===== src/common/opcodes.sv =====
// instruction set definitions: opcodes, ALU functions, flag and field positions
package opcodes;

	// instruction opcodes, taken from IR[15:11]
	typedef enum logic [4:0] {
		opAdd  = 5'h00,
		opAdc  = 5'h01,
		opSub  = 5'h02,
		opAnd  = 5'h03,
		opOr   = 5'h04,
		opXor  = 5'h05,
		opAddi = 5'h08, // rd + sign extended imm8
		opLdw  = 5'h10,
		opStw  = 5'h11,
		opBeq  = 5'h14,
		opBl   = 5'h18,
		opRet  = 5'h19,
		opHalt = 5'h1f
	} opcodeT;

	typedef enum logic [2:0] {
		aluAdd,
		aluAdc,
		aluSub,
		aluAnd,
		aluOr,
		aluXor,
		aluPassB
	} aluFunctionT;

	// flag bit positions
	localparam int flagN = 3;
	localparam int flagZ = 2;
	localparam int flagC = 1;
	localparam int flagV = 0;

	localparam logic [2:0] linkReg = 3'd7; // BL writes the return address here

	// instruction field positions
	localparam int opMsb   = 15;
	localparam int opLsb   = 11;
	localparam int rdMsb   = 10;
	localparam int rdLsb   = 8;
	localparam int raMsb   = 7;
	localparam int raLsb   = 5;
	localparam int rbMsb   = 4;
	localparam int rbLsb   = 2;
	localparam int imm5Msb = 4; // LDW / STW offset
	localparam int imm8Msb = 7; // ADDI, BEQ, BL

endpackage


===== src/common/datapathPkg.sv =====
// datapath control definitions: word width and mux select encodings
package datapathPkg;

	localparam int dataWidth = 16;

	// sign extension source
	typedef enum logic {immShort, immByte} immSelectT;

	typedef enum logic {op1Rd1, op1Pc} op1SelectT;

	typedef enum logic [1:0] {op2Rd2, op2Imm, op2Zero} op2SelectT;

	// next PC source
	typedef enum logic [1:0] {pcLr, pcAluOut, pcSysBus, pcPc1} pcSelectT;

	typedef enum logic {lrPc, lrSysBus} lrSelectT;

	// first register read address
	typedef enum logic {rs1Rd, rs1Ra} rs1SelectT;

	// register write address
	typedef enum logic [1:0] {rwSeven, rwRd, rwRa} rwSelectT;

	typedef enum logic {wdSys, wdAlu} wdSelectT;

	// force add for address and branch target arithmetic
	typedef enum logic {aluOrOpcode, aluOrForceAdd} aluOrSelectT;

endpackage


===== src/design/control.sv =====
// multicycle controller: instruction sequencing, flag register and APB master
`timescale 1ns/1ps

module control (
	input  logic                              Clock,
	input  logic                              rstN,
	input  logic [datapathPkg::dataWidth-1:0] ir,
	input  logic [3:0]                        flags,
	output logic                              AddrSel,
	output logic                              AddrWe,
	output logic                              AluEn,
	output logic                              AluWe,
	output datapathPkg::immSelectT            ImmSel,
	output logic                              IrWe,
	output logic                              LrEn,
	output datapathPkg::lrSelectT             LrSel,
	output logic                              LrWe,
	output logic                              MemEn,
	output datapathPkg::op1SelectT            Op1Sel,
	output datapathPkg::op2SelectT            Op2Sel,
	output logic                              PcEn,
	output datapathPkg::pcSelectT             PcSel,
	output logic                              PcWe,
	output logic                              RegWe,
	output datapathPkg::rs1SelectT            Rs1Sel,
	output datapathPkg::rwSelectT             RwSel,
	output datapathPkg::aluOrSelectT          AluOR,
	output datapathPkg::wdSelectT             WdSel,
	output logic                              cFlag,
	output logic                              psel,
	output logic                              penable,
	output logic                              pwrite,
	input  logic                              pready,
	output logic                              halted
);

	typedef enum logic [2:0] {
		stFetchSetup, stFetchAccess, stDecode, stExecute,
		stMemSetup, stMemAccess, stWriteback, stHalted
	} stateT;

	stateT state, nextState;
	opcodes::opcodeT opCode;
	logic running;     // low for the first cycle out of reset
	logic [3:0] flagReg;
	logic flagWe;
	logic isAlu, isMem, isStore;

	assign opCode = opcodes::opcodeT'(ir[opcodes::opMsb:opcodes::opLsb]);
	assign isStore = (opCode == opcodes::opStw);
	assign isMem = isStore || (opCode == opcodes::opLdw);
	assign isAlu = (opCode inside {opcodes::opAdd, opcodes::opAdc, opcodes::opSub,
		opcodes::opAnd, opcodes::opOr, opcodes::opXor, opcodes::opAddi});

	always_ff @(posedge Clock) begin
		if (!rstN) begin
			state <= stFetchSetup;
			running <= 1'b0;
			flagReg <= '0;
		end else begin
			state <= nextState;
			running <= 1'b1;
			if (flagWe) flagReg <= flags;
		end
	end

	assign cFlag = flagReg[opcodes::flagC];
	assign halted = (state == stHalted);

	// APB master phases follow the state
	assign psel = ((state == stFetchSetup) && running) || (state == stFetchAccess) ||
		(state == stMemSetup) || (state == stMemAccess);
	assign penable = (state == stFetchAccess) || (state == stMemAccess);
	assign pwrite = ((state == stMemSetup) || (state == stMemAccess)) && isStore;

	always_comb begin
		nextState = state;
		{AddrSel, AddrWe, AluEn, AluWe, IrWe, LrEn, LrWe, MemEn} = '0;
		{PcEn, PcWe, RegWe, flagWe} = '0;
		ImmSel = datapathPkg::immByte;
		LrSel = datapathPkg::lrSysBus;
		Op1Sel = datapathPkg::op1Rd1;
		Op2Sel = datapathPkg::op2Rd2;
		PcSel = datapathPkg::pcPc1;
		Rs1Sel = datapathPkg::rs1Rd;
		RwSel = datapathPkg::rwRd;
		AluOR = datapathPkg::aluOrOpcode;
		WdSel = datapathPkg::wdAlu;

		case (state)
			stFetchSetup: if (running) nextState = stFetchAccess;
			stFetchAccess: begin
				MemEn = 1'b1; // prdata onto the bus
				if (pready) begin
					IrWe = 1'b1;
					PcWe = 1'b1; // PC now points past this instruction
					nextState = stDecode;
				end
			end
			stDecode: begin
				if (isMem) begin // ra + imm5 into the address register
					AddrWe = 1'b1;
					Rs1Sel = datapathPkg::rs1Ra;
					Op2Sel = datapathPkg::op2Imm;
					ImmSel = datapathPkg::immShort;
					AluOR = datapathPkg::aluOrForceAdd;
				end
				nextState = stExecute;
			end
			stExecute: begin
				nextState = isMem ? stMemSetup : stWriteback;
				if (isAlu) begin
					AluWe = 1'b1;
					flagWe = 1'b1;
					if (opCode == opcodes::opAddi) begin
						Op2Sel = datapathPkg::op2Imm;
					end else begin
						Rs1Sel = datapathPkg::rs1Ra;
					end
				end else if (isStore) begin // rd + 0 as store data
					AluWe = 1'b1;
					Op2Sel = datapathPkg::op2Zero;
					AluOR = datapathPkg::aluOrForceAdd;
				end else if (opCode == opcodes::opHalt) begin
					nextState = stHalted;
				end
			end
			stMemSetup: begin
				AddrSel = 1'b1;
				AluEn = isStore;
				nextState = stMemAccess;
			end
			stMemAccess: begin
				AddrSel = 1'b1;
				AluEn = isStore;
				MemEn = !isStore;
				RegWe = !isStore && pready; // load lands on the completing edge
				WdSel = datapathPkg::wdSys;
				if (pready) nextState = stWriteback;
			end
			stWriteback: begin
				nextState = stFetchSetup;
				WdSel = datapathPkg::wdSys;
				Op1Sel = datapathPkg::op1Pc; // target is PC+1+imm8
				Op2Sel = datapathPkg::op2Imm;
				AluOR = datapathPkg::aluOrForceAdd;
				PcSel = datapathPkg::pcAluOut;
				case (opCode)
					opcodes::opBeq: PcWe = flagReg[opcodes::flagZ];
					opcodes::opBl: begin
						PcEn = 1'b1; // return address to LR and r7
						LrWe = 1'b1;
						RegWe = 1'b1;
						RwSel = datapathPkg::rwSeven;
						PcWe = 1'b1;
					end
					opcodes::opRet: begin
						LrEn = 1'b1;
						PcSel = datapathPkg::pcSysBus;
						PcWe = 1'b1;
					end
					default: begin
						AluEn = isAlu;
						RegWe = isAlu;
					end
				endcase
			end
			default: nextState = stHalted; // stays until reset
		endcase
	end

endmodule


===== config.mk =====
export PLATFORM = sky130hd
export DESIGN_NAME = control
export DESIGN_NICKNAME = d
export VERILOG_FILES = /design/src/common/opcodes.sv /design/src/common/datapathPkg.sv /design/src/design/control.sv
export SDC_FILE = /design/constraint.sdc
export NUM_CORES = 1
export LEC_CHECK = 0
export BUFFER_PORTS_ARGS = -buffer_cell sky130_fd_sc_hd__buf_2
export CORE_MARGIN = 2
export CORE_UTILIZATION = 39
export CTS_CLUSTER_DIAMETER = 80
export DETAILED_ROUTE_END_ITERATION = 16
export GPL_ROUTABILITY_DRIVEN = 0
export GPL_TIMING_DRIVEN = 0
export PLACE_DENSITY_LB_ADDON = 0.08
export SLEW_MARGIN = 20
export SYNTH_ARGS = -nofsm -noshare
export SYNTH_HDL_FRONTEND = slang
export SYNTH_SLANG_ARGS = --single-unit

===== constraint.sdc =====
create_clock -name Clock -period 1.3 [get_ports Clock]
set_input_delay 0.065 -clock Clock [delete_from_list [all_inputs] [get_ports Clock]]
set_output_delay 0.065 -clock Clock [all_outputs]
set_load 0.01 [all_outputs]

==> Yosys cells after proc, flatten, opt, wreduce, memory -nomap -nowiden <==
Index checks and enable logic that the tools add are counted.
{ "classes": {"eq_ne": 22, "n_mux": 48, "reduce_logical": 19} }
{ "op_table": {"columns": ["operator", "n"], "rows": [
  ["5-bit == test (second input constant)", 6],
  ["1-bit 2-to-1 mux", 27],
  ["3-bit case mux with 7 select lines", 1],
  ["2-bit 2-to-1 mux", 8],
  ["1-bit case mux with 2 select lines", 7],
  ["3-bit == test (second input constant)", 4],
  ["5-bit by 2-bit == test with 1-bit output (second input constant)", 2],
  ["5-bit by 3-bit == test with 1-bit output (second input constant)", 2],
  ["3-bit 2-to-1 mux", 3],
  ["2-bit OR reduction", 4],
  ["7-bit nonzero test", 1],
  ["3-bit by 2-bit == test with 1-bit output (second input constant)", 2],
  ["1-bit logical OR", 6],
  ["2-bit != test (second input constant)", 3],
  ["2-bit case mux with 3 select lines", 1],
  ["5-bit by 1-bit == test with 1-bit output (second input constant)", 1],
  ["5-bit by 4-bit == test with 1-bit output (second input constant)", 1],
  ["5-bit logical NOT", 1],
  ["3-bit by 1-bit == test with 1-bit output (second input constant)", 1],
  ["1-bit logical AND", 3],
  ["3-bit logical NOT", 1],
  ["1-bit case mux with 3 select lines", 1],
  ["3-bit AND reduction", 1],
  ["3-bit OR reduction", 1],
  ["1-bit logical NOT", 1]
]} }
{ "totals": {"reg_bits": 7, "input_bits": 23, "wordCells": 92} }

==> Longest topological paths before layout <==
{ "depth": {"depth_word": 7, "mapped_depth": 5, "ltp_nobuf": 3} }

==> Worst setup path after synthesis <==
No wires, ideal clock.
{ "synth_timing": {"path_kind": "reg-to-output", "start": "reg state[1]", "end": "out PcEn", "arrival_time_ns": 1.270, "required_time_ns": 1.235, "setup_slack_ns": -0.035, "stages_incl_launch_ff": 6, "n_path_buf": 2, "cell_sequence": "dfxtp_1 and3b_1 clkbuf_1 nand3_1 inv_1 buf_4"} }
{ "synth_between": {"elab_chain_len": 2} }
{ "synth_rtl": {"columns": ["element", "line_no", "text"], "rows": [
  ["start, declared", "control.sv:42", "stateT state, nextState;"],
  ["start signal, assigned", "control.sv:57", "state <= stFetchSetup;"],
  ["start signal, assigned", "control.sv:61", "state <= nextState;"],
  ["3-bit == test", null, null],
  ["1-bit 2-to-1 mux", null, null],
  ["end, declared", "control.sv:21", "output logic PcEn,"]
]} }
No other way between the ends.

==> Worst setup path after layout <==
{ "layout_timing": {"start": "reg state[1]", "end": "out RegWe"} }
{ "layout_between": {"elab_chain_len": 2} }
{ "layout_rtl": {"columns": ["element", "line_no", "text"], "rows": [
  ["3-bit == test", "control.sv:90", "case (state)"],
  ["1-bit case mux with 2 select lines (*)", "control.sv:90", null],
  ["end, declared", "control.sv:24", "output logic RegWe,"]
]} }
Mark *: on every way between the ends. The rest lies on a longest branch, timed or not.

==> metrics.yaml <==
synth:
  syn_avg_cell_area_um2: 7.03
  synth_cell_types: 39
  synth_common_cells: "nand2_1 (12), nor2_1 (10), inv_1 (7)"
  synth_flop_cell: "dfxtp_1"
  synth_area_um2: 689
  synthDominantAreaCellType: "dfxtp_1"
  synth_most_common_cell: "nand2_1"
  yosysTopAreaCellShare_pct: 17.4
  synth_edf_count: 0
  synth_seq_area_share_pct: 17.4
  ys_ff_latch: 6
  postSynthCellCount: 98
  async_reset_ff_share_pct: 0
  ys_warn_count: 0
  synthTopCellsByArea: "dfxtp_1 (17%), nand2_1 (6.5%), buf_4 (5.4%), nor2_1 (5.4%), inv_1 (3.8%)"
  synth_nets: 121
timing:
  fin_crit_ns: 1.43
  final.setup.tns_ns: -0.483
  hold_viol_final: 0
  setup_ws_ns: -0.127
  finalCritPeriodShare_pct: 110
  finalClockSkew_ns: 0.00483
  rsz0062_at_grt: "true"
  max_freq_mhz: 701
  final-max-slew-violation-count: 0
  setup_viol: 8
setup_path:
  path_buf_inv: 2
  cpMaxStageDelayCell: "dfxtp_2"
  worstPathRequired_ns: 1.24
  crit_chain: "and3b_1, clkbuf_8, o211ai_1, o311ai_1, buf_2"
  start_kind: "flop"
  cp_slowest_stage_delay_ns: 0.34
  critPathKind: "reg -> out"
  path_depth: 5
  cp.arrival_ns: 1.36
  cp-end-kind: "output pin"
  crit_family: "flip-flops"
  crit_fanout: 6
  ff2ff_path_depth: 4
status:
  violations: "setup timing"
  outcome: "complete, but fails checks"
final_layout:
  utilization_pct: 61.2
  synthToLayoutAreaGrowth_pct: 49.9
  final_cells: 158
  num-fill-cells: 172
  fin_nets: 166
  drive_gt1_share_pct: 54.6
  diodes: 0
power_and_ir_drop:
  vdd_drop_max_uv: 635
  power_density_nw_per_um2: 651
  p_leak_nw: 0.520
floorplanning:
  coreArea_um2: 1690
  initial_core_util_pct: 40.8
  num_io_pins: 51
  dieArea_um2: 2120
  die_h_um: 46.0
  rows: 15
  die_width_um: 46.0
placement:
  dpl.hpwl_um: 1400
  pre_cts_ws_ns: 0.0125
  io_buffers: 34
  dp.cells: 149
min_path:
  hold_class: "in -> reg"
  hold_path_depth: 1
routing:
  route.vias.total: 838
  drc: 0
  drt_pass1_iterations: 4
  viasPerCell: 5.30
  routed_wl_um: 2000
  drt-initial-drc-count: 13
  ant_nets: 0
  wl_per_cell_um: 12.7
clock_tree:
  hold_buffers: 0
  cts_root_buf: "clkbuf_4"
  numCtsBuffers: 3
  insertion_delay_ns: 0.24
  clk_pin_slew_ns: 0.04
  cts.sinks: 6
  cts_htree_levels: 1
  cts_buffer_depth: 2
  tritoncts: "built"
global_routing:
  grt_util_all_layers_pct: 20.1
  grt_pass1_wl_um: 3070
  antenna_found_initial: 0
  first_global_vias: 708
  overflow: 0
  grt_max_degree: 11
flow_run:
  maxCapViolations: 0
-- placed cells by master, fill, tap and decap left out, drive strengths merged, types with 2 or more instances in the layout --
cell    Yosys  routed
buf         9      49
nand2      12      12
nor2       11      11
inv         7       6
dfxtp       6       6
o21ai       5       5
a21oi       4       4
nand2b      4       4
nor3        4       4
clkbuf      1       4
nor2b       3       3
nand3       3       3
and2b       2       2
a211oi      2       2
and3        2       2
mux2i       2       2
conb        2       2
o22ai       2       2
a21boi      2       2
-- worst register-to-register path, delay by kind of cell (launching register included) --
kind | cells | cell delay (ns)
flops | 1 | 0.35
buf+inv | 1 | 0.14
compound gates | 3 | 0.64
-- area by class of cell --
cell class              instances  area, um2  area share (%)
clock buffers                   3       22.5            2.18
plain buffers                  10       97.6            9.44
inverters                       7       30.0            2.91
well taps                      17       21.3            2.06
multi-input cells              75        512            49.5
repair buffers                 40        221            21.4
flip-flops and latches          6        129            12.5
-- what timing repair did --
item                       4_1_cts  5_1_grt
setup buffers                    6        0
pin swaps                        4        1
gates resized for setup         17       10
setup endpoints to repair       18       19
-- power by group --
| group | switching, mW | internal, mW | total [mW] | leakage, nW |
|---|---|---|---|---|
| combinational | 0.168 | 0.137 | 0.304 | 0.455 |
| sequential | 0.0103 | 0.197 | 0.207 | 0.0509 |
| clock | 0.0571 | 0.104 | 0.161 | 0.0138 |
| total | 0.235 | 0.438 | 0.673 | 0.520 |
-- cells by family (layout without fill, tap and decap cells) --
| kind of cell | count (synthesis) | after routing | synth area share, % |
|---|---|---|---|
| flops | 6 | 6 | 17.4 |
| simple gates | 47 | 47 | 38.5 |
| other cells | 2 | 2 | 1.09 |
| compound gates | 24 | 24 | 25.6 |
| mux | 2 | 2 | 2.90 |
| buf+inv | 17 | 60 | 14.5 |
-- per-stage QoR --
stage	hold slack (ns)	cell area (um2)	total power [mW]
finish	0.0331	1030	0.673
global route	0.0429	1030	0.722
CTS	0.0349	995	0.653
detailed placement	0.275	882	0.453
global placement	0.275	882	0.450
floorplan	0.0927	691	0.374
-- final timing paths --
kind / slack [ns] / startpoint / endpoint
max: -0.13 / state[1] / RegWe
min: 0.03 / rstN / running
max reg2reg: 0.04 / flop / state[0]
min reg2reg: 0.46 / flagReg[1] / flagReg[1]
-- per-layer routing --
metal  part of all wire, %  up-vias  GRT usage (%)
met2                    49       31           31.9
met5                     0        -              0
met4                   1.8        0           8.57
met3                   6.8        6           3.97
met1                    42      378           26.1
li1                      -      423              -
No activity file was read; power rests on OpenSTA's default activity.
